==> src/source/cp0_consts.svh <==
// Register numbers, ExcCode values, reset values and write masks of the CP0 core
// Included by every module that decodes register numbers or cause codes

`ifndef CP0_CONSTS_SVH
`define CP0_CONSTS_SVH

`default_nettype none

`define CP0_REG_BADVADDR 5'd8
`define CP0_REG_COUNT    5'd9
`define CP0_REG_COMPARE  5'd11
`define CP0_REG_STATUS   5'd12
`define CP0_REG_CAUSE    5'd13
`define CP0_REG_EPC      5'd14

`define EXC_CODE_INT  5'd0
`define EXC_CODE_ADEL 5'd4   // Load or fetch
`define EXC_CODE_ADES 5'd5
`define EXC_CODE_SYS  5'd8
`define EXC_CODE_BP   5'd9
`define EXC_CODE_RI   5'd10
`define EXC_CODE_CPU  5'd11
`define EXC_CODE_OV   5'd12
`define EXC_CODE_TR   5'd13

// BEV only
`define STATUS_RESET   32'h0040_0000
`define STATUS_WR_MASK 32'h1040_FF17   // CU0 BEV IM UM ERL EXL IE
`define CAUSE_WR_MASK  32'h0000_0300   // IP1_0

`default_nettype wire

`endif

==> src/source/cp0Pkg.sv <==
// Types shared by the CP0 exception and timer core
// Imported by each module for its event, command and register layouts

`default_nettype none

package cp0Pkg;

    typedef enum logic [4:0] {
        excNone,
        excRefetch,
        excInterrupt,
        excFetchAddrErr,
        excLoadAddrErr,
        excStoreAddrErr,
        excSyscall,
        excBreakpoint,
        excReservedInstr,
        excCopUnusable,
        excOverflow,
        excTrap,
        excEret
    } excKind_e;

    typedef struct packed {
        excKind_e    kind;
        logic [31:0] pc;
        logic        inDelaySlot;
        logic [31:0] dataAddr;
    } excEvent_t;

    typedef struct packed {
        logic        enter;
        logic        eret;
        logic        epcLoad;
        logic [31:0] epcValue;
        logic        bdValue;
        logic        codeLoad;
        logic [4:0]  excCode;
        logic        ceLoad;
        logic        badVAddrLoad;
        logic [31:0] badVAddrValue;
    } excCommit_t;

    typedef struct packed {
        logic        status;
        logic        cause;
        logic        count;
        logic        compare;
        logic        epc;
        logic [31:0] data;   // Already masked per target
    } regWrite_t;

    typedef struct packed {
        logic [2:0] rsvd31;
        logic       cu0;
        logic [4:0] rsvd27;
        logic       bev;
        logic [5:0] rsvd21;
        logic [7:0] im;
        logic [2:0] rsvd7;
        logic       um;
        logic       rsvd3;
        logic       erl;
        logic       exl;
        logic       ie;
    } statusReg_t;

    typedef struct packed {
        logic        bd;
        logic        ti;
        logic [1:0]  ce;
        logic [11:0] rsvd27;
        logic [5:0]  ip7to2;
        logic [1:0]  ip1to0;
        logic        rsvd7;
        logic [4:0]  excCode;
        logic [1:0]  rsvd1;
    } causeReg_t;

    // One register word, seen either way
    typedef union packed {
        logic [31:0] raw;
        statusReg_t  status;
        causeReg_t   cause;
    } cp0Word_u;

    typedef struct packed {
        logic        bev;
        logic [7:0]  im;
        logic        exl;
        logic        ie;
        logic [7:0]  ip;   // IP7_2 above IP1_0
        logic [31:0] epc;
    } cp0View_t;

endpackage

`default_nettype wire

==> src/source/cp0ApbPort.sv <==
// APB slave for software access to the CP0 registers
// Decodes paddr[6:2] into write strobes and selects the read word

`include "cp0_consts.svh"

`timescale 1ns/1ps
`default_nettype none

module cp0ApbPort
    import cp0Pkg::*;
(
    input  logic        clk,
    input  logic        rstN,
    input  logic [11:0] paddr,
    input  logic        psel,
    input  logic        penable,
    input  logic        pwrite,
    input  logic [31:0] pwdata,
    input  cp0Word_u    statusWord,
    input  cp0Word_u    causeWord,
    input  logic [31:0] epc,
    input  logic [31:0] badVAddr,
    input  logic [31:0] count,
    input  logic [31:0] compare,
    output logic [31:0] prdata,
    output logic        pready,
    output logic        pslverr,
    output regWrite_t   regWrite
);

    logic [4:0]  regNum;
    logic        setup;
    logic        access;
    logic        mapped;
    logic        readOnly;
    logic        wrValidQ;   // Setup cycle saw a legal write
    logic        errQ;
    logic [31:0] rdData;
    cp0Word_u    wrWord;

    assign regNum = paddr[6:2];
    assign setup  = psel & ~penable;
    assign access = psel & penable;

    always_comb begin
        mapped    = 1'b1;
        readOnly  = 1'b0;
        rdData    = '0;
        wrWord.raw = pwdata;
        case (regNum)
            `CP0_REG_STATUS: begin
                rdData     = statusWord.raw;
                wrWord.raw = pwdata & `STATUS_WR_MASK;
            end
            `CP0_REG_CAUSE: begin
                rdData     = causeWord.raw;
                wrWord.raw = pwdata & `CAUSE_WR_MASK;
            end
            `CP0_REG_EPC:     rdData = epc;
            `CP0_REG_COUNT:   rdData = count;
            `CP0_REG_COMPARE: rdData = compare;
            `CP0_REG_BADVADDR: begin
                rdData   = badVAddr;
                readOnly = 1'b1;
            end
            default: mapped = 1'b0;
        endcase
    end

    always_ff @(posedge clk) begin
        if (!rstN) begin
            wrValidQ <= 1'b0;
            errQ     <= 1'b0;
        end else begin
            wrValidQ <= setup & pwrite & mapped & ~readOnly;
            errQ     <= setup & (~mapped | (pwrite & readOnly));
        end
    end

    // Strobes live only in the access cycle
    always_comb begin
        regWrite.status  = access & wrValidQ & (regNum == `CP0_REG_STATUS);
        regWrite.cause   = access & wrValidQ & (regNum == `CP0_REG_CAUSE);
        regWrite.count   = access & wrValidQ & (regNum == `CP0_REG_COUNT);
        regWrite.compare = access & wrValidQ & (regNum == `CP0_REG_COMPARE);
        regWrite.epc     = access & wrValidQ & (regNum == `CP0_REG_EPC);
        regWrite.data    = wrWord.raw;
    end

    assign pready  = access;   // No wait states
    assign pslverr = access & errQ;
    assign prdata  = rdData;

endmodule

`default_nettype wire

==> src/source/cp0ExcCtrl.sv <==
// Exception classifier of the CP0 core
// Turns one pipeline event per cycle into commit commands for the datapaths

`include "cp0_consts.svh"

`timescale 1ns/1ps
`default_nettype none

module cp0ExcCtrl
    import cp0Pkg::*;
(
    input  excEvent_t  excEvent,
    input  logic       exl,
    output excCommit_t commit
);

    logic enter;

    assign enter = (excEvent.kind != excNone) && (excEvent.kind != excRefetch) &&
                   (excEvent.kind != excEret);

    always_comb begin
        commit          = '0;
        commit.enter    = enter;
        commit.eret     = excEvent.kind == excEret;
        // Nested exceptions keep the first EPC and BD
        commit.epcLoad  = enter & ~exl;
        commit.epcValue = excEvent.inDelaySlot ? excEvent.pc - 32'd4 : excEvent.pc;
        commit.bdValue  = excEvent.inDelaySlot;
        commit.codeLoad = enter;
        commit.ceLoad   = excEvent.kind == excCopUnusable;

        case (excEvent.kind)
            excInterrupt:     commit.excCode = `EXC_CODE_INT;
            excFetchAddrErr:  commit.excCode = `EXC_CODE_ADEL;
            excLoadAddrErr:   commit.excCode = `EXC_CODE_ADEL;
            excStoreAddrErr:  commit.excCode = `EXC_CODE_ADES;
            excSyscall:       commit.excCode = `EXC_CODE_SYS;
            excBreakpoint:    commit.excCode = `EXC_CODE_BP;
            excReservedInstr: commit.excCode = `EXC_CODE_RI;
            excCopUnusable:   commit.excCode = `EXC_CODE_CPU;
            excOverflow:      commit.excCode = `EXC_CODE_OV;
            excTrap:          commit.excCode = `EXC_CODE_TR;
            default:          commit.excCode = `EXC_CODE_INT;   // codeLoad low here
        endcase

        case (excEvent.kind)
            excFetchAddrErr: begin
                commit.badVAddrLoad  = 1'b1;
                commit.badVAddrValue = excEvent.pc;
            end
            excLoadAddrErr, excStoreAddrErr: begin
                commit.badVAddrLoad  = 1'b1;
                commit.badVAddrValue = excEvent.dataAddr;
            end
            default: commit.badVAddrLoad = 1'b0;
        endcase
    end

endmodule

`default_nettype wire

==> src/source/cp0StatusCause.sv <==
// Status and Cause registers of the CP0 core
// Merges software writes, exception commits, interrupt pins and the timer flag

`include "cp0_consts.svh"

`timescale 1ns/1ps
`default_nettype none

module cp0StatusCause
    import cp0Pkg::*;
(
    input  logic       clk,
    input  logic       rstN,
    input  regWrite_t  regWrite,
    input  excCommit_t commit,
    input  logic [5:0] intr,
    input  logic       timerMatch,
    output cp0Word_u   statusWord,
    output cp0Word_u   causeWord,
    output logic       exl,
    output cp0View_t   view
);

    statusReg_t statusQ;
    causeReg_t  causeQ;
    cp0Word_u   wrWord;

    assign wrWord.raw = regWrite.data;

    always_ff @(posedge clk) begin
        if (!rstN) begin
            statusQ <= statusReg_t'(`STATUS_RESET);
        end else begin
            if (regWrite.status) begin
                statusQ <= wrWord.status;
            end
            // Exception side overrides a same-cycle write
            if (commit.enter) begin
                statusQ.exl <= 1'b1;
            end else if (commit.eret) begin
                statusQ.exl <= 1'b0;
            end
        end
    end

    always_ff @(posedge clk) begin
        if (!rstN) begin
            causeQ <= '0;
        end else begin
            causeQ.ip7to2 <= intr | {causeQ.ti, 5'b0};   // Timer on IP7
            if (regWrite.compare) begin
                causeQ.ti <= 1'b0;
            end else if (timerMatch) begin
                causeQ.ti <= 1'b1;
            end
            if (regWrite.cause) begin
                causeQ.ip1to0 <= wrWord.cause.ip1to0;
            end
            if (commit.epcLoad) begin
                causeQ.bd <= commit.bdValue;
            end
            if (commit.codeLoad) begin
                causeQ.excCode <= commit.excCode;
            end
            if (commit.ceLoad) begin
                causeQ.ce <= 2'd1;   // Only CP1 unusable is reported
            end
        end
    end

    always_comb begin
        statusWord.status = statusQ;
        causeWord.cause   = causeQ;
    end

    assign exl = statusQ.exl;

    always_comb begin
        view.bev = statusQ.bev;
        view.im  = statusQ.im;
        view.exl = statusQ.exl;
        view.ie  = statusQ.ie;
        view.ip  = {causeQ.ip7to2, causeQ.ip1to0};
        view.epc = '0;   // Filled in at top
    end

endmodule

`default_nettype wire

==> src/source/cp0ExcAddr.sv <==
// EPC and BadVAddr registers of the CP0 core
// EPC takes commits ahead of software writes, BadVAddr only commits

`timescale 1ns/1ps
`default_nettype none

module cp0ExcAddr
    import cp0Pkg::*;
(
    input  logic        clk,
    input  logic        rstN,
    input  regWrite_t   regWrite,
    input  excCommit_t  commit,
    output logic [31:0] epc,
    output logic [31:0] badVAddr
);

    logic [31:0] epcQ;
    logic [31:0] badVAddrQ;

    always_ff @(posedge clk) begin
        if (!rstN) begin
            epcQ <= '0;
        end else if (commit.epcLoad) begin
            epcQ <= commit.epcValue;
        end else if (regWrite.epc) begin
            epcQ <= regWrite.data;
        end
    end

    // Address errors only
    always_ff @(posedge clk) begin
        if (!rstN) begin
            badVAddrQ <= '0;
        end else if (commit.badVAddrLoad) begin
            badVAddrQ <= commit.badVAddrValue;
        end
    end

    assign epc      = epcQ;
    assign badVAddr = badVAddrQ;

endmodule

`default_nettype wire

==> src/source/cp0Timer.sv <==
// Count and Compare timer of the CP0 core
// Count runs at half the clock rate and flags a match with Compare

`timescale 1ns/1ps
`default_nettype none

module cp0Timer
    import cp0Pkg::*;
(
    input  logic        clk,
    input  logic        rstN,
    input  regWrite_t   regWrite,
    output logic [31:0] count,
    output logic [31:0] compare,
    output logic        timerMatch
);

    logic        divQ;
    logic [31:0] countQ;
    logic [31:0] compareQ;

    always_ff @(posedge clk) begin
        if (!rstN) begin
            divQ   <= 1'b0;
            countQ <= '0;
        end else if (regWrite.count) begin
            divQ   <= 1'b0;   // Restart the half-rate phase
            countQ <= regWrite.data;
        end else begin
            divQ <= ~divQ;
            if (divQ) begin
                countQ <= countQ + 32'd1;
            end
        end
    end

    always_ff @(posedge clk) begin
        if (!rstN) begin
            compareQ <= '0;
        end else if (regWrite.compare) begin
            compareQ <= regWrite.data;
        end
    end

    assign count      = countQ;
    assign compare    = compareQ;
    assign timerMatch = countQ == compareQ;

endmodule

`default_nettype wire

==> src/source/cp0Top.sv <==
// Top level of the CP0 exception and timer core
// APB for software access, one exception event per cycle from the pipeline

`timescale 1ns/1ps
`default_nettype none

module cp0Top
    import cp0Pkg::*;
(
    input  logic        clk,
    input  logic        rstN,
    input  logic [11:0] paddr,
    input  logic        psel,
    input  logic        penable,
    input  logic        pwrite,
    input  logic [31:0] pwdata,
    output logic [31:0] prdata,
    output logic        pready,
    output logic        pslverr,
    input  excEvent_t   excEvent,
    input  logic [5:0]  intr,
    output cp0View_t    view
);

    regWrite_t   regWrite;
    excCommit_t  commit;
    cp0Word_u    statusWord;
    cp0Word_u    causeWord;
    cp0View_t    scView;
    logic        exl;
    logic        timerMatch;
    logic [31:0] epc;
    logic [31:0] badVAddr;
    logic [31:0] count;
    logic [31:0] compare;

    cp0ApbPort u_apbPort (
        .clk(clk), .rstN(rstN),
        .paddr(paddr), .psel(psel), .penable(penable), .pwrite(pwrite), .pwdata(pwdata),
        .statusWord(statusWord), .causeWord(causeWord),
        .epc(epc), .badVAddr(badVAddr), .count(count), .compare(compare),
        .prdata(prdata), .pready(pready), .pslverr(pslverr),
        .regWrite(regWrite)
    );

    cp0ExcCtrl u_excCtrl (
        .excEvent(excEvent), .exl(exl), .commit(commit)
    );

    cp0StatusCause u_statusCause (
        .clk(clk), .rstN(rstN), .regWrite(regWrite), .commit(commit),
        .intr(intr), .timerMatch(timerMatch),
        .statusWord(statusWord), .causeWord(causeWord), .exl(exl), .view(scView)
    );

    cp0ExcAddr u_excAddr (
        .clk(clk), .rstN(rstN), .regWrite(regWrite), .commit(commit),
        .epc(epc), .badVAddr(badVAddr)
    );

    cp0Timer u_timer (
        .clk(clk), .rstN(rstN), .regWrite(regWrite),
        .count(count), .compare(compare), .timerMatch(timerMatch)
    );

    always_comb begin
        view     = scView;
        view.epc = epc;
    end

endmodule

`default_nettype wire

==> config.mk <==
export PLATFORM = sky130hd
export DESIGN_NAME = cp0Top
export DESIGN_NICKNAME = d
export VERILOG_FILES = /design/src/source/cp0Pkg.sv /design/src/source/cp0ApbPort.sv /design/src/source/cp0ExcCtrl.sv /design/src/source/cp0StatusCause.sv /design/src/source/cp0ExcAddr.sv /design/src/source/cp0Timer.sv /design/src/source/cp0Top.sv
export VERILOG_INCLUDE_DIRS = /design/src /design/src/source
export SDC_FILE = /design/constraint.sdc
export NUM_CORES = 1
export LEC_CHECK = 0
export BUFFER_PORTS_ARGS = -buffer_cell sky130_fd_sc_hd__buf_2
export CAP_MARGIN = 10
export CELL_PAD_IN_SITES_DETAIL_PLACEMENT = 1
export CELL_PAD_IN_SITES_GLOBAL_PLACEMENT = 1
export CORE_ASPECT_RATIO = 1.2
export CORE_MARGIN = 1.5
export CORE_UTILIZATION = 44
export DETAILED_ROUTE_END_ITERATION = 7
export GPL_ROUTABILITY_DRIVEN = 0
export GPL_TIMING_DRIVEN = 0
export HOLD_SLACK_MARGIN = 0.1
export PLACE_DENSITY = 0.87
export SLEW_MARGIN = 10
export SYNTH_ARGS = -nofsm -noshare
export SYNTH_HDL_FRONTEND = slang
export SYNTH_SLANG_ARGS = --single-unit
==> constraint.sdc <==
create_clock -name clk -period 3.4 [get_ports clk]
set_input_delay 0.34 -clock clk [delete_from_list [all_inputs] [get_ports clk]]
set_output_delay 0.34 -clock clk [all_outputs]
set_load 0.02 [all_outputs]
-- Word-level counts from Yosys, hierarchy flattened
Memories as Yosys holds them, arrays and structs flattened.
Index checks and enable logic that the tools add are counted.
- bits in registers: 179
- ROM bits: 64
- input bits: 125
- output and inout port bits: 85
- word-level logic and storage cells: 91
- memories: 1
- memory list (memory ; words ; bits a word ; read ports ; clocked after memory_dff ; wr ports ; line ; RTL):
    (no name shown) ; 16 ; 4 ; 1 ; 0 ; 0 ; cp0ExcCtrl.sv:33 ; case (excEvent.kind)
- add/sub/neg operators: 2
- equal/unequal tests: 14
- mux-type cells: 15
- bitwise gates (word level): 23
- reduce and logical (&&, ||, !) cells: 11
- operators with widths (cell ; count):
    $pmux W32 S6 ; 1
    $mux W32 ; 5
    $pmux W32 S2 ; 2
    $eq A5 B4 Y1 const B ; 8
    $add A32 B1 Y32 const B ; 1
    $eq A32 B32 Y1 ; 1
    $sub A32 B3 Y32 const B ; 1
    $and A1 B1 Y1 ; 15
    $eq A5 B3 Y1 const B ; 2
    $not A1 Y1 ; 6
    $or A6 B6 Y6 ; 1
    $reduce_or A2 Y1 ; 3
    $reduce_or A6 Y1 ; 1
    $eq A5 B2 Y1 const B ; 1
    $mux W1 ; 5
    $mux W5 ; 1
    $ne A5 B1 Y1 const B ; 1
    $ne A5 B4 Y1 const B ; 1
    $reduce_bool A5 Y1 ; 1
    $reduce_bool A2 Y1 ; 2
    $reduce_bool A3 Y1 ; 1
    $reduce_or A3 Y1 ; 1
    $logic_and A1 B1 Y1 ; 2
    $mux W2 ; 1
    $or A1 B1 Y1 ; 1

-- Logic depth before layout (Yosys ltp)
- depth in word-level cells: 6
- depth in mapped cells: 8
- depth with buffers taken out: 7

-- Modules after synthesis
Synthesis repeated with hierarchy kept, for this count alone.
- cells, all modules: 1255
- area total of the unflattened synthesis: 11698.7 um^2
- by module, submodules not included (module ; instances ; cells an instance ; area an instance (um^2) ; seq. area each (um^2)):
    cp0Timer ; 1 ; 408 ; 3498.4 ; 1301.2
    cp0ExcAddr ; 1 ; 245 ; 2981.6 ; 1281.2
    cp0StatusCause ; 1 ; 218 ; 2278.4 ; 960.9
    cp0ApbPort ; 1 ; 226 ; 1804.2 ; 40.0
    cp0ExcCtrl ; 1 ; 158 ; 1136.1 ; 0.0

-- Least setup slack after synthesis
Ideal clock, no wire load.
- path type: input to register
- start: input port excEvent[35] in the netlist's numbering
- end: register u_excAddr.epcQ[22] (netlist: u_excAddr.epc[22])
- setup time: 0.095 ns
- arrival time: 1.896 ns
- required time: 3.305 ns
- slack: 1.408 ns
- stages on the path: 7
- path buffers: 0
- path through: inv_1 -> ha_1 -> nor4bb_1 -> nor2b_1 -> nand4b_1 -> xor2_1 -> a221oi_1
- cells in the longest elaborated chain, start to end: 3
- RTL lines (what ; line ; RTL):
    start, declared ; cp0Top.sv:20 ; input excEvent_t excEvent,
    $sub A32 B3 Y32 ; cp0ExcCtrl.sv:28 ; commit.epcValue = excEvent.inDelaySlot ? excEvent.pc - 32'd4 : excEvent.pc;
    $mux W32 ; cp0ExcCtrl.sv:28 ;
    $mux W32 ; cp0ExcAddr.sv:24 ; end else if (commit.epcLoad) begin
    end signal, assigned ; cp0ExcAddr.sv:25 ; epcQ <= commit.epcValue;
    end signal, assigned ; cp0ExcAddr.sv:27 ; epcQ <= regWrite.data;
    end, declared ; cp0ExcAddr.sv:18 ; logic [31:0] epcQ;
Every way passes these cells.
A chain may end at the register's enable or synchronous reset.

-- Worst setup path after layout
- start: input port paddr[6]
- end: output port prdata[23]
- cells in the longest elaborated chain, start to end: 2
- elaborated cells on any way between the ends: 7
- those cells by class: eq/ne: 6; mux: 1
- RTL lines (what ; line ; RTL):
    start, declared ; cp0Top.sv:12 ; input logic [11:0] paddr,
    $eq A5 B4 Y1 ; cp0ApbPort.sv:50 ; case (regNum)
    $pmux W32 S6 (*) ; cp0ApbPort.sv:50 ;
    end, declared ; cp0Top.sv:17 ; output logic [31:0] prdata,
Mark *: on every way between the ends. The rest lies on a longest branch, timed or not.

==> results.json <==
{
  "gr-usage-met3": 0.0811,
  "grt_pass1_vias": 10600,
  "num_vias": 10600,
  "seq_area_um2": 3560,
  "drt_wl_total_mm": 43.1,
  "multiInputGateArea_um2": 5060,
  "cts_tree": "done",
  "gr-total-overflow": 0,
  "cts-htree-levels": 4,
  "rows": 57,
  "slew_headroom": 0.284,
  "max_stage_delay_ns": 0.82,
  "wl_per_cell_um": 27.3,
  "cts_resized": 0,
  "grt_setup_unrepaired": "no",
  "clockBufferDepth": 2,
  "netlist.top_cell.by_area": "dfxtp_1",
  "drv_cap": 0,
  "route.detailed.drc": 5,
  "cp.arrival_ns": 2.94,
  "ys_warn_count": 0,
  "clk-insertion-delay-late_ns": 0.45,
  "ir_drop_v": 0.000372,
  "use_met2": 0.639,
  "io_pins": 210,
  "via_per_inst": 6.70,
  "ys_seq_area_frac": 0.385,
  "cp-start-kind": "input pin",
  "dp_hpwl_mm": 32.2,
  "finalCritPeriodShare": 0.964,
  "powerDensity_nw_per_um2": 434,
  "antennaDiodeCount": 0,
  "ys_ff_latch": 178,
  "ant_nets": 0,
  "dieHeight_um": 162,
  "use_met1": 0.464,
  "synth.distinct_cells": 67,
  "grt_start_max_net_pins": 17,
  "leakagePower_uw": 0.00435,
  "first_pass_iters": 8,
  "cts_root_buf": "clkbuf_16",
  "synth_top_area_frac": 0.385,
  "syn-cell-area_um2": 9250,
  "critPathSlowestCell": "nor3_1",
  "fillers": 2550,
  "grt_first_pass_wirelength_mm": 63.5,
  "synthFlopType": "dfxtp_1",
  "synthesis.nets": 1208,
  "clock_sinks": 178,
  "synth_edf_count": 0,
  "fmax_mhz": 305,
  "die_w_um": 135,
  "end_kind": "output port",
  "layout_commonest_cell": "buf_2",
  "synth_area_leaders": "dfxtp_1 39%, a21oi_1 5.7%, xnor2_1 5.3%, nand2_1 5.2%, a222oi_1 5.1%",
  "cts_buffers": 17,
  "outcome": "finished with violations",
  "whs_ns": 0.118,
  "track_usage": 0.391,
  "most-common-layout-cells": "205 x buf_2, 178 x dfxtp_1, 129 x nand2_1",
  "post_cts_buffers": 0,
  "crit_chain": "buf_2 > nor2_1 > nand2_1 > nor3_1 > clkbuf_1 > a222oi_1 > nand2_1 > buf_2",
  "violations": "DRC",
  "worstMarginPinSlew_ns": 1.07,
  "syn_inst": 1081,
  "power_uw": 4870,
  "synth.avg_cell_area_um2": 8.56,
  "async_flop_share": 0,
  "nets": 1429,
  "fp.coreArea_um2": 20500,
  "gr-max-usage-layer": "met2",
  "initial_core_util": 0.452,
  "drv_slew": 0,
  "path_max_fanout": 10,
  "whs_path_depth": 2,
  "path_clk_slew_ns": 0.07,
  "first_iter_violations": 1453,
  "cp_data_required_time_ns": 3.06,
  "hp-class": "in -> reg",
  "dieArea_um2": 21900,
  "fin_crit_ns": 3.28,
  "r2r_cells": 6,
  "hold_violations": 0,
  "setup_tns_ns": 0,
  "setup_violations": 0,
  "drive_above_1_share": 0.219,
  "skew_ns": 0.00729,
  "area_growth_pct": 21.3,
  "io_buffers": 198,
  "antenna_found_initial": 0,
  "crit_type": "in -> out"
}
-- path summary, 6_finish.rpt --
kind	endpoint	slack [ns]	start
setup / recovery	prdata[23]	0.12	paddr[6]
hold / removal	u_statusCause.causeWord[13]$_SDFF_PN0_	0.12	intr[3]
hold reg to reg	u_excAddr.badVAddr[30]$_SDFFE_PN0P_	0.49	u_excAddr.badVAddr[30]$_SDFFE_PN0P_
setup reg to reg	u_timer.count[14]$_SDFFE_PN0P_	1.05	u_timer.count[1]$_SDFFE_PN0P_
-- timing repair --
item / CTS / global route
endpoints found under the hold margin: 4 / 0
hold buffers: 4 / 0
endpoints found under the setup margin: 0 / 0
-- cells by family after synthesis --
kind of cell / share of synthesized area
buffers and inverters: 0.0675
adders and majority gates: 0.00270
xor gates and xnor gates: 0.0852
DFF: 0.385
AOI/OAI and AO/OA: 0.250
and+or+nand+nor: 0.206
muxes: 0.00338
-- layer usage --
layer  part of all wire  wire [um]
met4              0.070       3010
met5                  0          0
met3               0.11       4550
met1               0.36      15500
met2               0.46      20000
-- cell type report --
| class | instances | area share |
|---|---|---|
| inverters | 12 | 0.00401 |
| multi-input cells | 772 | 0.451 |
| repair buffers | 202 | 0.0918 |
| plain buffers | 119 | 0.0516 |
| clock buffers | 19 | 0.0403 |
| flip-flops and latches | 178 | 0.317 |
| well taps | 265 | 0.0295 |
| clock inverters | 12 | 0.0140 |
-- per-stage QoR --
stage          utilization  cells  area [um2]  setup slack (ns)
2_1_floorplan            -   1081        9250              1.41
3_3_place_gp         0.517   1544       10600             0.276
3_5_place_dp         0.517   1544       10600             0.211
4_1_cts              0.548   1579       11200             0.213
5_1_grt              0.548   1579       11200            0.0259
6_report             0.548   1579       11200             0.121
-- worst max-delay path, delay by kind of cell --
kind            cells  cell delay, ns
buf+inv             3            0.99
simple gates        4            1.33
compound gates      1            0.28
-- cells in the mapped netlist (3+ instances only) --
cell type / count
a211oi_1: 20
a21oi_1: 105
a221oi_1: 17
a221oi_2: 5
a222oi_1: 47
a22o_1: 13
a22oi_1: 49
a311oi_1: 9
a32o_1: 19
and2_1: 17
and3_1: 24
and4_1: 3
buf_2: 7
buf_4: 19
buf_6: 6
clkbuf_1: 83
dfxtp_1: 178
inv_1: 11
nand2_1: 129
nand2b_1: 5
nand3_1: 51
nand3b_1: 7
nand4_1: 17
nand4b_1: 3
nor2_1: 41
nor2b_1: 4
nor3_1: 21
nor4_1: 13
nor4_4: 3
o21ai_0: 14
or3_1: 4
or4_4: 3
xnor2_1: 56
xor2_1: 34
-- registers in the layout, indices dropped and copies added, names as in the netlist --
| name | cells |
|---|---|
| u_timer.divQ | 1 |
| u_excAddr.epc | 32 |
| u_apbPort.wrValidQ | 1 |
| u_statusCause.causeWord | 15 |
| u_timer.compare | 32 |
| u_apbPort.errQ | 1 |
| u_statusCause.exl | 1 |
| u_timer.count | 32 |
| u_statusCause.statusWord | 31 |
| u_excAddr.badVAddr | 32 |
-- power breakdown --
group	leakage (uW)	switching [uW]	total, uW	internal [uW]
Sequential	0.00145	69.5	2210	2140
Combinational	0.00261	361	547	186
Clock	0.000291	921	2120	1190
Total	0.00435	1350	4870	3520
Power figures use the tool's default switching activity.
